===== config.mk =====
export PLATFORM = sky130hd
export DESIGN_NAME = dual_uart_rx_top
export DESIGN_NICKNAME = d
export VERILOG_FILES = /design/src/uart_pkg.sv /design/src/uart_rx.sv /design/src/frame_fifo.sv /design/src/rx_merge.sv /design/src/dual_uart_rx_top.sv
export VERILOG_INCLUDE_DIRS = /design/src
export SDC_FILE = /design/constraint.sdc
export NUM_CORES = 1
export LEC_CHECK = 0
export BUFFER_PORTS_ARGS = -buffer_cell sky130_fd_sc_hd__buf_2
export CORE_MARGIN = 8
export CORE_UTILIZATION = 55
export DETAILED_ROUTE_END_ITERATION = 12
export PLACE_DENSITY = 0.8
export SLEW_MARGIN = 20
export SYNTH_ARGS = -nofsm -noshare
export SYNTH_HDL_FRONTEND = slang
export SYNTH_SLANG_ARGS = --single-unit

===== constraint.sdc =====
create_clock -name clk_i -period 7 [get_ports clk_i]
set_input_delay 1.05 -clock clk_i [delete_from_list [all_inputs] [get_ports clk_i]]
set_output_delay 1.05 -clock clk_i [all_outputs]
set_load 0.01 [all_outputs]

===== src/uart_params.svh =====
`ifndef UART_PARAMS_SVH
`define UART_PARAMS_SVH

// ****************************************
// build-time settings of the receiver.
// ****************************************

`define UART_CLK_FREQ   50_000_000 // system clock in Hz.
`define UART_BAUD_RATE  5_000_000  // gives 10 clocks per bit.
`define UART_DATA_WIDTH 8

// entries per FIFO, must be a power of two.
`define UART_FIFO_DEPTH 4

`endif


===== src/uart_pkg.sv =====
`include "uart_params.svh"

package uart_pkg;

    // ****************************************
    // frame types
    // ****************************************

    // one received character as it leaves a receiver.
    typedef struct packed {
        logic [`UART_DATA_WIDTH-1:0] data;
        logic                        frame_err; // stop bit was sampled low.
    } rx_frame_t;

    // a received character together with the line it came from.
    typedef struct packed {
        logic      chan;  // 0 for rx_i[0], 1 for rx_i[1].
        rx_frame_t frame;
    } tagged_frame_t;

endpackage


===== src/uart_rx.sv =====
`timescale 1ns/1ps
`include "uart_params.svh"

module uart_rx (
    input  logic                clk_i,
    input  logic                arstn_i,
    input  logic                rx_i,
    output uart_pkg::rx_frame_t frame_o,
    output logic                frame_valid_o
);

    import uart_pkg::*;

    localparam int CLKS_PER_BIT = `UART_CLK_FREQ / `UART_BAUD_RATE;
    localparam int HALF_BIT     = CLKS_PER_BIT / 2;
    localparam int BAUD_W       = $clog2(CLKS_PER_BIT);
    localparam int BIT_W        = $clog2(`UART_DATA_WIDTH);

    typedef enum logic [2:0] {
        IDLE  = 3'b000,
        START = 3'b001,
        DATA  = 3'b010,
        STOP  = 3'b011,
        WAIT  = 3'b100
    } state_t;

    state_t                      state;
    logic [1:0]                  rx_sync;
    logic                        rx_s;
    logic [BAUD_W-1:0]           baud_cnt;
    logic [BIT_W-1:0]            bit_cnt;
    logic [`UART_DATA_WIDTH-1:0] shift_q;
    rx_frame_t                   frame_q;
    logic                        start_smp;
    logic                        bit_smp;
    logic                        last_bit;

    // ****************************************
    // line synchronizer
    // ****************************************

    always_ff @(posedge clk_i or negedge arstn_i) begin
        if (!arstn_i) begin
            rx_sync <= 2'b11; // an idle line is high.
        end else begin
            rx_sync <= {rx_sync[0], rx_i};
        end
    end

    assign rx_s = rx_sync[1];

    // the start bit is checked in its middle, later bits one bit time apart.
    assign start_smp = (state == START) && (baud_cnt == BAUD_W'(HALF_BIT - 1));
    assign bit_smp   = ((state == DATA) || (state == STOP)) &&
                       (baud_cnt == BAUD_W'(CLKS_PER_BIT - 1));
    assign last_bit  = (bit_cnt == BIT_W'(`UART_DATA_WIDTH - 1));

    // ****************************************
    // frame engine
    // ****************************************

    always_ff @(posedge clk_i or negedge arstn_i) begin
        if (!arstn_i) begin
            state <= IDLE;
        end else begin
            case (state)
                IDLE: begin
                    if (!rx_s) begin
                        state <= START;
                    end
                end
                START: begin
                    if (start_smp) begin
                        state <= rx_s ? IDLE : DATA; // a high line here was a glitch.
                    end
                end
                DATA: begin
                    if (bit_smp && last_bit) begin
                        state <= STOP;
                    end
                end
                STOP: begin
                    if (bit_smp) begin
                        state <= WAIT;
                    end
                end
                WAIT: begin
                    state <= IDLE;
                end
                default: state <= IDLE;
            endcase
        end
    end

    always_ff @(posedge clk_i or negedge arstn_i) begin
        if (!arstn_i) begin
            baud_cnt <= '0;
        end else if ((state == IDLE) || (state == WAIT) || start_smp || bit_smp) begin
            baud_cnt <= '0;
        end else begin
            baud_cnt <= baud_cnt + 1'b1;
        end
    end

    always_ff @(posedge clk_i or negedge arstn_i) begin
        if (!arstn_i) begin
            bit_cnt <= '0;
        end else if (state != DATA) begin
            bit_cnt <= '0;
        end else if (bit_smp) begin
            bit_cnt <= bit_cnt + 1'b1;
        end
    end

    // data arrives LSB first, so it shifts in from the top.
    always_ff @(posedge clk_i) begin
        if ((state == DATA) && bit_smp) begin
            shift_q <= {rx_s, shift_q[`UART_DATA_WIDTH-1:1]};
        end
    end

    always_ff @(posedge clk_i) begin
        if ((state == STOP) && bit_smp) begin
            frame_q.data      <= shift_q;
            frame_q.frame_err <= ~rx_s;
        end
    end

    assign frame_o       = frame_q;
    assign frame_valid_o = (state == WAIT); // one cycle after the stop sample.

endmodule


===== src/frame_fifo.sv =====
`timescale 1ns/1ps
`include "uart_params.svh"

module frame_fifo #(
    parameter type payload_t = logic [7:0]
) (
    input  logic     clk_i,
    input  logic     arstn_i,
    input  logic     push_i,
    input  logic     pop_i,
    input  payload_t data_i,
    output payload_t data_o,
    output logic     empty_o,
    output logic     full_o,
    output logic     overflow_o
);

    localparam int DEPTH = `UART_FIFO_DEPTH;
    localparam int PTR_W = $clog2(DEPTH);

    payload_t       mem [DEPTH];
    logic [PTR_W:0] wr_ptr;
    logic [PTR_W:0] rd_ptr;
    logic           do_push;
    logic           do_pop;

    // the top pointer bit tells a full buffer from an empty one.
    assign empty_o = (wr_ptr == rd_ptr);
    assign full_o  = (wr_ptr[PTR_W] != rd_ptr[PTR_W]) &&
                     (wr_ptr[PTR_W-1:0] == rd_ptr[PTR_W-1:0]);

    assign do_push    = push_i && !full_o;
    assign do_pop     = pop_i && !empty_o;
    assign overflow_o = push_i && full_o; // the pushed entry is lost.

    always_ff @(posedge clk_i or negedge arstn_i) begin
        if (!arstn_i) begin
            wr_ptr <= '0;
            rd_ptr <= '0;
        end else begin
            if (do_push) begin
                wr_ptr <= wr_ptr + 1'b1;
            end
            if (do_pop) begin
                rd_ptr <= rd_ptr + 1'b1;
            end
        end
    end

    always_ff @(posedge clk_i) begin
        if (do_push) begin
            mem[wr_ptr[PTR_W-1:0]] <= data_i;
        end
    end

    assign data_o = mem[rd_ptr[PTR_W-1:0]]; // head is read without delay.

endmodule


===== src/rx_merge.sv =====
`timescale 1ns/1ps

module rx_merge (
    input  logic                    clk_i,
    input  logic                    arstn_i,
    input  uart_pkg::rx_frame_t     ch0_frame_i,
    input  uart_pkg::rx_frame_t     ch1_frame_i,
    input  logic                    ch0_empty_i,
    input  logic                    ch1_empty_i,
    input  logic                    out_full_i,
    output logic                    ch0_pop_o,
    output logic                    ch1_pop_o,
    output logic                    out_push_o,
    output uart_pkg::tagged_frame_t out_frame_o
);

    import uart_pkg::*;

    logic      last_q;    // channel that was served last.
    rx_frame_t sel_frame;

    // ****************************************
    // round-robin grant
    // ****************************************

    // a channel wins if it has data and the other one is idle or had the last turn.
    assign ch0_pop_o = !out_full_i && !ch0_empty_i && (ch1_empty_i || last_q);
    assign ch1_pop_o = !out_full_i && !ch1_empty_i && (ch0_empty_i || !last_q);

    assign out_push_o = ch0_pop_o || ch1_pop_o;

    assign sel_frame = ch1_pop_o ? ch1_frame_i : ch0_frame_i;

    assign out_frame_o.chan  = ch1_pop_o;
    assign out_frame_o.frame = sel_frame;

    always_ff @(posedge clk_i or negedge arstn_i) begin
        if (!arstn_i) begin
            last_q <= 1'b1; // channel 0 goes first after reset.
        end else if (out_push_o) begin
            last_q <= ch1_pop_o;
        end
    end

endmodule


===== src/dual_uart_rx_top.sv =====
`timescale 1ns/1ps

module dual_uart_rx_top (
    input  logic                    clk_i,
    input  logic                    arstn_i,
    input  logic [1:0]              rx_i,
    output uart_pkg::tagged_frame_t m_frame_o,
    output logic                    m_valid_o,
    input  logic                    m_ready_i,
    output logic [1:0]              overrun_o
);

    import uart_pkg::*;

    rx_frame_t     rx_frame [2];
    logic [1:0]    rx_valid;
    rx_frame_t     ch_head [2];
    logic [1:0]    ch_empty;
    logic [1:0]    ch_pop;
    logic [1:0]    ch_ovf;
    tagged_frame_t merge_frame;
    logic          merge_push;
    logic          out_full;
    logic          out_empty;
    logic          out_pop;
    logic [1:0]    overrun_q;

    // ****************************************
    // receive channels
    // ****************************************

    for (genvar i = 0; i < 2; i++) begin : g_chan
        uart_rx u_rx (
            .clk_i         (clk_i),
            .arstn_i       (arstn_i),
            .rx_i          (rx_i[i]),
            .frame_o       (rx_frame[i]),
            .frame_valid_o (rx_valid[i])
        );

        // the line cannot wait, so a full FIFO only reports the loss.
        frame_fifo #(.payload_t(rx_frame_t)) u_fifo (
            .clk_i      (clk_i),
            .arstn_i    (arstn_i),
            .push_i     (rx_valid[i]),
            .pop_i      (ch_pop[i]),
            .data_i     (rx_frame[i]),
            .data_o     (ch_head[i]),
            .empty_o    (ch_empty[i]),
            .full_o     (),
            .overflow_o (ch_ovf[i])
        );
    end

    rx_merge u_merge (
        .clk_i       (clk_i),
        .arstn_i     (arstn_i),
        .ch0_frame_i (ch_head[0]),
        .ch1_frame_i (ch_head[1]),
        .ch0_empty_i (ch_empty[0]),
        .ch1_empty_i (ch_empty[1]),
        .out_full_i  (out_full),
        .ch0_pop_o   (ch_pop[0]),
        .ch1_pop_o   (ch_pop[1]),
        .out_push_o  (merge_push),
        .out_frame_o (merge_frame)
    );

    // ****************************************
    // output stream
    // ****************************************

    // the merger never pushes into a full output FIFO.
    frame_fifo #(.payload_t(tagged_frame_t)) u_out_fifo (
        .clk_i      (clk_i),
        .arstn_i    (arstn_i),
        .push_i     (merge_push),
        .pop_i      (out_pop),
        .data_i     (merge_frame),
        .data_o     (m_frame_o),
        .empty_o    (out_empty),
        .full_o     (out_full),
        .overflow_o ()
    );

    assign m_valid_o = !out_empty;
    assign out_pop   = m_valid_o && m_ready_i;

    always_ff @(posedge clk_i or negedge arstn_i) begin
        if (!arstn_i) begin
            overrun_q <= '0;
        end else begin
            overrun_q <= overrun_q | ch_ovf; // stays set until reset.
        end
    end

    assign overrun_o = overrun_q;

endmodule


# After elaboration in Yosys (flattened, before gate mapping)
# Memories as Yosys holds them, arrays and structs flattened.
# Index checks and enable logic that the tools add are counted.
[op_classes] mux=25 n_addsub=10 n_reduce_logical=50 n_bitwise=3 n_eq_ne=33
[op_table] op="3-bit two-way mux" count=12
[op_table] op="1-bit logical AND" count=26
[op_table] op="3-bit by 1-bit adder with 3-bit output, second input constant" count=8
[op_table] op="3-bit one-hot mux with 4 select lines" count=2
[op_table] op="3-bit by 2-bit == test with 1-bit output, second input constant" count=4
[op_table] op="3-bit == test, second input constant" count=4
[op_table] op="2-bit by 1-bit inequality test with 1-bit output, second input constant" count=6
[op_table] op="1-bit logical OR" count=11
[op_table] op="3-bit == test" count=3
[op_table] op="9-bit two-way mux" count=1
[op_table] op="4-bit by 1-bit adder with 4-bit output, second input constant" count=2
[op_table] op="4-bit by 3-bit == test with 1-bit output, second input constant" count=2
[op_table] op="4-bit == test, second input constant" count=2
[op_table] op="4-bit two-way mux" count=2
[op_table] op="4-bit AND reduction" count=2
[op_table] op="1-bit logical NOT" count=7
[op_table] op="2-bit == test" count=3
[op_table] op="3-bit by 1-bit == test with 1-bit output, second input constant" count=2
[op_table] op="3-bit logical NOT" count=2
[op_table] op="1-bit two-way mux" count=6
[op_table] op="3-bit by 2-bit inequality test with 1-bit output, second input constant" count=2
[op_table] op="2-bit two-way mux" count=2
[op_table] op="2-bit inequality test, second input constant" count=2
[op_table] op="2-bit nonzero test" count=2
[op_table] op="other kinds (3)" count=6
[totals] regBits=79 inputBits=5 n_memories=3 word_cells=146 ramBits=112 output_inout_bits=13
[mem_list] name="u_out_fifo.mem" depth=4 width=10 read_ports=1 rd_ports_with_merged_regs=0 write_ports=1 line_no="frame_fifo.sv:21" rtl="payload_t mem [DEPTH];"
[mem_list] name="g_chan[0].u_fifo.mem" depth=4 width=9 read_ports=1 rd_ports_with_merged_regs=0 write_ports=1 line_no="frame_fifo.sv:21"
[mem_list] name="g_chan[1].u_fifo.mem" depth=4 width=9 read_ports=1 rd_ports_with_merged_regs=0 write_ports=1 line_no="frame_fifo.sv:21"

# Longest topological paths before layout
# Gate-level depths: netlist of the first run.
[depth] depth_word=9 depth_mapped=7 ltp_nobuf=6

# Modules after synthesis
# A second synthesis of the first run with hierarchy kept.
[hier_totals] cells_unflattened=467 hier_area_um2=8041.5
[modules_own_cells] module="frame_fifo at g_chan[0].u_fifo ..." n_inst=2 area_each_um2=1784.2 seq_area_each_um2=1231.2 cells_per_inst=97
[modules_own_cells] module="frame_fifo at u_out_fifo" n_inst=1 area_each_um2=1941.9 seq_area_each_um2=1351.3 cells_per_inst=103
[modules_own_cells] module="uart_rx at g_chan[0].u_rx" n_inst=1 area_each_um2=1144.8 seq_area_each_um2=813.3 cells_per_inst=72
[modules_own_cells] module="uart_rx at g_chan[1].u_rx" n_inst=1 area_each_um2=1124.8 seq_area_each_um2=813.3 cells_per_inst=72
[modules_own_cells] module="rx_merge" n_inst=1 area_each_um2=188.9 seq_area_each_um2=26.3 cells_per_inst=20
[modules_own_cells] module="dual_uart_rx_top" n_inst=1 area_each_um2=72.6 seq_area_each_um2=50.0 cells_per_inst=6

# Worst setup path after synthesis of the first run
# No wires, ideal clock.
[synth_path] path_type="register to output" start="reg u_out_fifo.rd_ptr[0]" end="out m_frame_o[0] in the netlist's numbering" required_ns=5.950 slack_ns=4.686 path_stages_with_launch=3 arrival_ns=1.264 cell_sequence="dfrtp_1 -> buf_2 -> mux4_2"
[synth_rtl] item="start, declared" line_no="frame_fifo.sv:23" rtl="logic [PTR_W:0] rd_ptr;"
[synth_rtl] item="start signal, assigned" line_no="frame_fifo.sv:45" rtl="rd_ptr <= rd_ptr + 1'b1;"
[synth_rtl] item="end, declared" line_no="dual_uart_rx_top.sv:7" rtl="output uart_pkg::tagged_frame_t m_frame_o,"

# Worst setup path in the final report of the first run
[layout_path] start="reg u_out_fifo.rd_ptr[0]" end="out m_valid_o"
[layout_between] elab_chain_cells=2
[layout_rtl] item="3-bit == test" line_no="frame_fifo.sv:28" rtl="assign empty_o = (wr_ptr == rd_ptr);"
[layout_rtl] item="1-bit logical NOT" line_no="dual_uart_rx_top.sv:86" rtl="assign m_valid_o = !out_empty;"
[layout_rtl] item="end, declared" line_no="dual_uart_rx_top.sv:8" rtl="output logic m_valid_o,"
# No other way between the ends.

==> out/qor.txt, run 1 <==
Top sig layer - met4
Compound-cell area share of the yosys netlist - 2.62%
All-Layer GR Usage - 14.4%
VDD IR max - 0.205 mV
Synthesized cell area - 7610 um^2
Crit path capture type - primary output
Hold Path Cell Cnt - 0
CP arrival - 2070 ps
IO Pins - 18
CTS buffer count - 17
CTS tree - built
Drt pass-1 iters - 4
Detailed Route WL - 11900 um
Clock skew - 6.56 ps
Ys flop type - edfxtp_1
Final setup TNS - 0 ps
Final nets - 468
Hold Fails Final Rpt - 0
Pre-CTS setup slack - 4280 ps
Number of global-route vias before repair - 3677
Cell total after placement - 599
Hpwl dp - 7930 um
Final ANT Viol Nets - 0
EDFF count, synth - 146
Post-synthesis mux area share - 10.5%
Outcome - finished clean
Hold_ws - 357 ps
Avg WL per Cell - 18.9 um
Leak Pwr - 3.03 nW
Number of fill cells - 976
Yosys warns - 0
Period utilization - 44.6%
Pins over their slew limit - 0
Slew headroom - 39.9%
Antenna diode instance count - 0
Synth Area per Inst - 18.4 um^2
Met3 wire length - 428 um
Non-Filler Instances - 631
Core outline area - 13700 um^2
Final Critical Period - 3120 ps
Vias per inst - 5.48
Synth-to-layout area growth - 10.6%
Gates resized, CTS repair - 0
Clk sinks - 191
Post-route cell area - 8410 um^2
Starting Density - 55.4%
Post-CTS Setup Inserts - 0
Congestion Overflow GR - 0
Adder-cell area share of the yosys netlist - 4.11%
CTS H-tree depth - 4
Hold Path Class - flip-flop to flip-flop
Worst-Margin Slew - 899 ps
Synth Register Bits - 191
Post-CTS Hold Buffers - 0
Die height - 134 um
Placed cell area - 7860 um^2
R2R depth - 4
Most common cell after layout, fill and taps aside - edfxtp_1
Clock-pin slew on the worst setup and hold paths - 60 ps
XOR/XNOR Fraction of Synth Area - 3.22%
Most frequent cells in the layout - 146 x edfxtp_1, 40 x dfrtp_1, 29 x mux4_2
Largest net degree at the start of global routing - 46
Clock Latency Late Sink - 420 ps
Die W - 134 um
Share of cells above drive strength 1 - 20.2%
First-pass GRT wire length - 19400 um
Count of unique library cells instantiated by Yosys - 43
Power Dens Cells - 433 nW/um^2
Worst setup path category - flip-flop to primary output
Routability cong. - 0.735
Port Buf Inserts - 17
Initial antenna violation count - 0
Initial DRC Count - 261
Met2 WL - 6250 um
F_max - 0.320 GHz
Startpoint Class - flip-flop
Max Cap Viol - 0
Remaining DRCs - 0
Final worst slack - 3880 ps
Mapped Cells - 413
Ys async rst share - 23.6%
Seq/Total Area, Yosys - 72.5%
Setup violations, final - 0
Metal-1 WL - 5060 um
CTS max path bufs - 2
Total number of vias - 3459
Crit path max fanout - 13
Post-synthesis simple-gate area fraction - 5.23%
RSZ-0062 raised after global routing - false
Root Buffer Master - clkbuf_16
Die area - 17800 um^2
Data required time of the critical path - 5950 ps
Main combinational cell family by area after synthesis - multiplexers
Synthesized Nets - 443
Row count - 43
cell type report:
type / instances / area (um^2) / share of cell area, %
Timing Repair Buffer: 17 / 87.6 / 1.04
Clock buffer: 17 / 425 / 5.06
Sequential cell: 191 / 5520 / 65.6
Tap cell: 180 / 225 / 2.68
Clock inverter: 15 / 121 / 1.44
Inverter: 20 / 75.1 / 0.893
Multi-Input combinational cell: 191 / 1960 / 23.3
power by group:
| part | total (mW) | switching, mW | internal, mW |
|---|---|---|---|
| sequential | 1.77 | 0.216 | 1.55 |
| combinational | 0.983 | 0.518 | 0.465 |
| clock | 0.888 | 0.401 | 0.487 |
| total | 3.64 | 1.14 | 2.50 |
per-layer routing:
layer  up-vias  global-route usage [%]
met5         -                       0
met4         0                    6.30
met3        14                    4.18
met2        48                    23.7
met1      1785                    17.3
li1       1612                       -
sequential cells by signal, summed over array words and instances (netlist names):
| signal | count |
|---|---|
| g_chan.u_fifo.mem | 72 |
| u_out_fifo.mem | 40 |
| g_chan.u_rx.frame_o | 18 |
| g_chan.u_rx.shift_q | 16 |
| g_chan.u_rx.baud_cnt | 8 |
| g_chan.u_fifo.rd_ptr | 6 |
| g_chan.u_fifo.wr_ptr | 6 |
| g_chan.u_rx.bit_cnt | 6 |
| g_chan.u_rx.state | 6 |
| g_chan.u_rx.rx_sync | 4 |
| u_out_fifo.rd_ptr | 3 |
| u_out_fifo.wr_ptr | 3 |
| overrun_o | 2 |
| u_merge.last_q | 1 |
path summary, 6_finish.rpt:
| check | to | slack [ps] | start |
|---|---|---|---|
| min | g_chan[1].u_rx.rx_sync[1] | 360 | g_chan[1].u_rx.rx_sync[0] |
| max in group asynchronous | u_out_fifo.rd_ptr[1] | 5970 | arstn_i |
| min reg2reg | g_chan[1].u_rx.rx_sync[1] | 360 | g_chan[1].u_rx.rx_sync[0] |
| min in group asynchronous | g_chan[0].u_rx.bit_cnt[2] | 620 | arstn_i |
| max | m_valid_o | 3880 | u_out_fifo.rd_ptr[0] |
| max reg2reg | u_out_fifo.mem[0][3] | 4370 | g_chan[0].u_fifo.rd_ptr[0] |
synthesized netlist by cell type (all sizes together), types with 2 or more instances:
library cell / instances / share of area, %
edfxtp: 146 / 58
dfrtp: 40 / 13
mux4: 29 / 8.6
ha: 25 / 4.1
inv: 20 / 0.99
nor2: 17 / 0.84
xnor2: 17 / 2.0
nand2: 14 / 0.69
mux2: 13 / 1.9
and2: 11 / 0.90
xor2: 11 / 1.3
a21oi: 8 / 0.58
clkbuf: 6 / 0.30
nand3: 6 / 0.39
nand3b: 6 / 0.59
buf: 5 / 0.49
dfstp: 5 / 1.7
o21ai: 4 / 0.26
a31oi: 3 / 0.41
and3b: 3 / 0.35
or3b: 3 / 0.35
a211oi: 2 / 0.26
nor3: 2 / 0.26
nor3b: 2 / 0.20
o21bai: 2 / 0.20
or3: 2 / 0.16
critical path, stage by stage, from the launching register on:
cell and delay (ps):
dfrtp_1 820, xor2_1 230, or3b_1 440, buf_2 170
kinds of logic (layout without fill, tap and decap cells):
group                      after synthesis  in the layout
AOI/OAI and AO/OA                       26             26
xor gates and xnor gates                28             28
adders and majority gates               25             25
buffers and inverters                   31             69
DFF                                    191            191
muxes                                   42             42
and+or+nand+nor                         70             70
per-stage QoR:
stage                     total power [mW]  utilization [%]
after global routing                  3.84             61.3
after floorplan                       2.49                -
after CTS                             3.68             61.2
after detailed placement              2.78             57.3
after global placement                2.71             57.3
final                                 3.64             61.3
(Power assumes the default switching activity.)
==> inputs of run 2 (changes only) <==
PLACE_DENSITY = 0.83   (was 0.8)
clock period = 2.6 ns   (was 7 ns; I/O delays follow)
==> run 2 against run 1 <==
Sequential power rose to 2.6 times the previous value. Clock skew up 0.56 ps. Utilization rose by 1.1 points. First-iteration DRC count up 8.0%. Clock power grew to 3.0 times the previous value. Die area did not move. Critical path depth unchanged. Flip-flop and latch count is the same. Combinational power grew to 3.0 times the previous value. Global-route usage rose by 0.074 points. Final cell count is 1.6% higher.
==> out/qor.txt, run 2 (synthesized netlist as in run 1, its figures left out) <==
Outcome - finished clean
Number of global-route vias before repair - 3731
Power Dens Cells - 1190 nW/um^2
Startpoint Class - flip-flop
Post-CTS Hold Buffers - 0
Starting Density - 55.4%
Final nets - 478
Share of cells above drive strength 1 - 21.3%
Initial DRC Count - 282
Crit path capture type - primary output
Setup violations, final - 0
CTS buffer count - 17
Top sig layer - met4
Hpwl dp - 8100 um
Max Cap Viol - 0
Period utilization - 85.6%
RSZ-0062 raised after global routing - false
Pre-CTS setup slack - 430 ps
Row count - 43
Clock Latency Late Sink - 430 ps
CTS H-tree depth - 4
Critical-path top delay cell - or3b_1
Die area - 17800 um^2
Antenna diode instance count - 0
Placed cell area - 7920 um^2
Final setup TNS - 0 ps
Worst Path Buf+Inv - 1
Die height - 134 um
Gates resized, CTS repair - 0
Initial antenna violation count - 0
Pins over their slew limit - 0
Total number of vias - 3537
CTS max path bufs - 2
Clock-pin slew on the worst setup and hold paths - 70 ps
First-pass GRT wire length - 19500 um
Cell family with most CP delay - simple AND/OR/NAND/NOR gates
Clock skew - 7.11 ps
Detailed Route WL - 11900 um
IO Pins - 18
Metal-1 WL - 5060 um
Final Critical Period - 2230 ps
Crit path max fanout - 3
Post-CTS Setup Inserts - 0
VDD IR max - 0.602 mV
Die W - 134 um
Final worst slack - 373 ps
Cell total after placement - 608
Non-Filler Instances - 641
Post-route cell area - 8560 um^2
F_max - 0.449 GHz
Max reg flops - 72
Routability cong. - 0.737
Most common cell after layout, fill and taps aside - edfxtp_1
Met3 wire length - 515 um
Largest net degree at the start of global routing - 46
Worst-Margin Slew - 618 ps
Met2 WL - 6140 um
Remaining DRCs - 0
Clk sinks - 191
All-Layer GR Usage - 14.5%
Leak Pwr - 3.11 nW
Port Buf Inserts - 17
Synth-to-layout area growth - 12.5%
Vias per inst - 5.52
Hold Path Class - input pin to flip-flop
CTS tree - built
Drt pass-1 iters - 4
Most frequent cells in the layout - 146 x edfxtp_1, 40 x dfrtp_1, 29 x mux4_2
Final ANT Viol Nets - 0
Data required time of the critical path - 2210 ps
Hold_ws - 57.9 ps
Fin util - 62.4%
Tot Pwr - 10.2 mW
Core outline area - 13700 um^2
Worst setup path category - flip-flop to primary output
Hold Fails Final Rpt - 0
Critical-path cell list - xnor2_1 -> or3b_1 -> buf_2
CP arrival - 1840 ps
CP peak stage delay - 460 ps
Congestion Overflow GR - 0
Avg WL per Cell - 18.6 um
Slew headroom - 58.7%
Root Buffer Master - clkbuf_16
-- run 2: cell count changes in the layout (fill, tap and decap cells not counted), sizes merged --
cell / previous run / this run
clkbuf: 17 / 20
dlygate4sd3: 0 / 1
inv: 22 / 23
clkinvlp: 2 / 0
buf: 17 / 26
bufinv: 1 / 4
clkinv: 10 / 5
-- run 2: worst paths after layout --
kind,from,endpoint,slack [ps],cells past startpoint
min in group asynchronous,arstn_i,g_chan[0].u_rx.baud_cnt[0],500,2
min,rx_i[1],g_chan[1].u_rx.rx_sync[0],60,1
max reg2reg,g_chan[0].u_fifo.rd_ptr[2],u_out_fifo.mem[1][5],410,4
max,u_out_fifo.rd_ptr[2],m_valid_o,370,3
max in group asynchronous,arstn_i,g_chan[1].u_fifo.rd_ptr[0],1710,2
min reg2reg,g_chan[1].u_rx.rx_sync[0],g_chan[1].u_rx.rx_sync[1],360,0
-- run 2: area by class of cell --
type / count / area (um^2)
sequential: 191 / 5520
fill: 928 / 5160
multi-input combinational: 191 / 1950
clock buffer: 20 / 437
tap: 180 / 225
clock inverter: 12 / 183
timing repair buffer: 27 / 165
inverter: 20 / 75.1
-- run 2: power breakdown --
group,internal [mW],switching [mW]
Sequential,4.18,0.341
Clock,1.62,1.08
Combinational,1.33,1.66
Total,7.13,3.08
-- run 2: metal layers --
layer  track usage (%)  up-vias
met4              6.43        0
met2              23.1       69
met5                 0        -
li1                  -     1642
met3              3.99       20
met1              18.1     1806
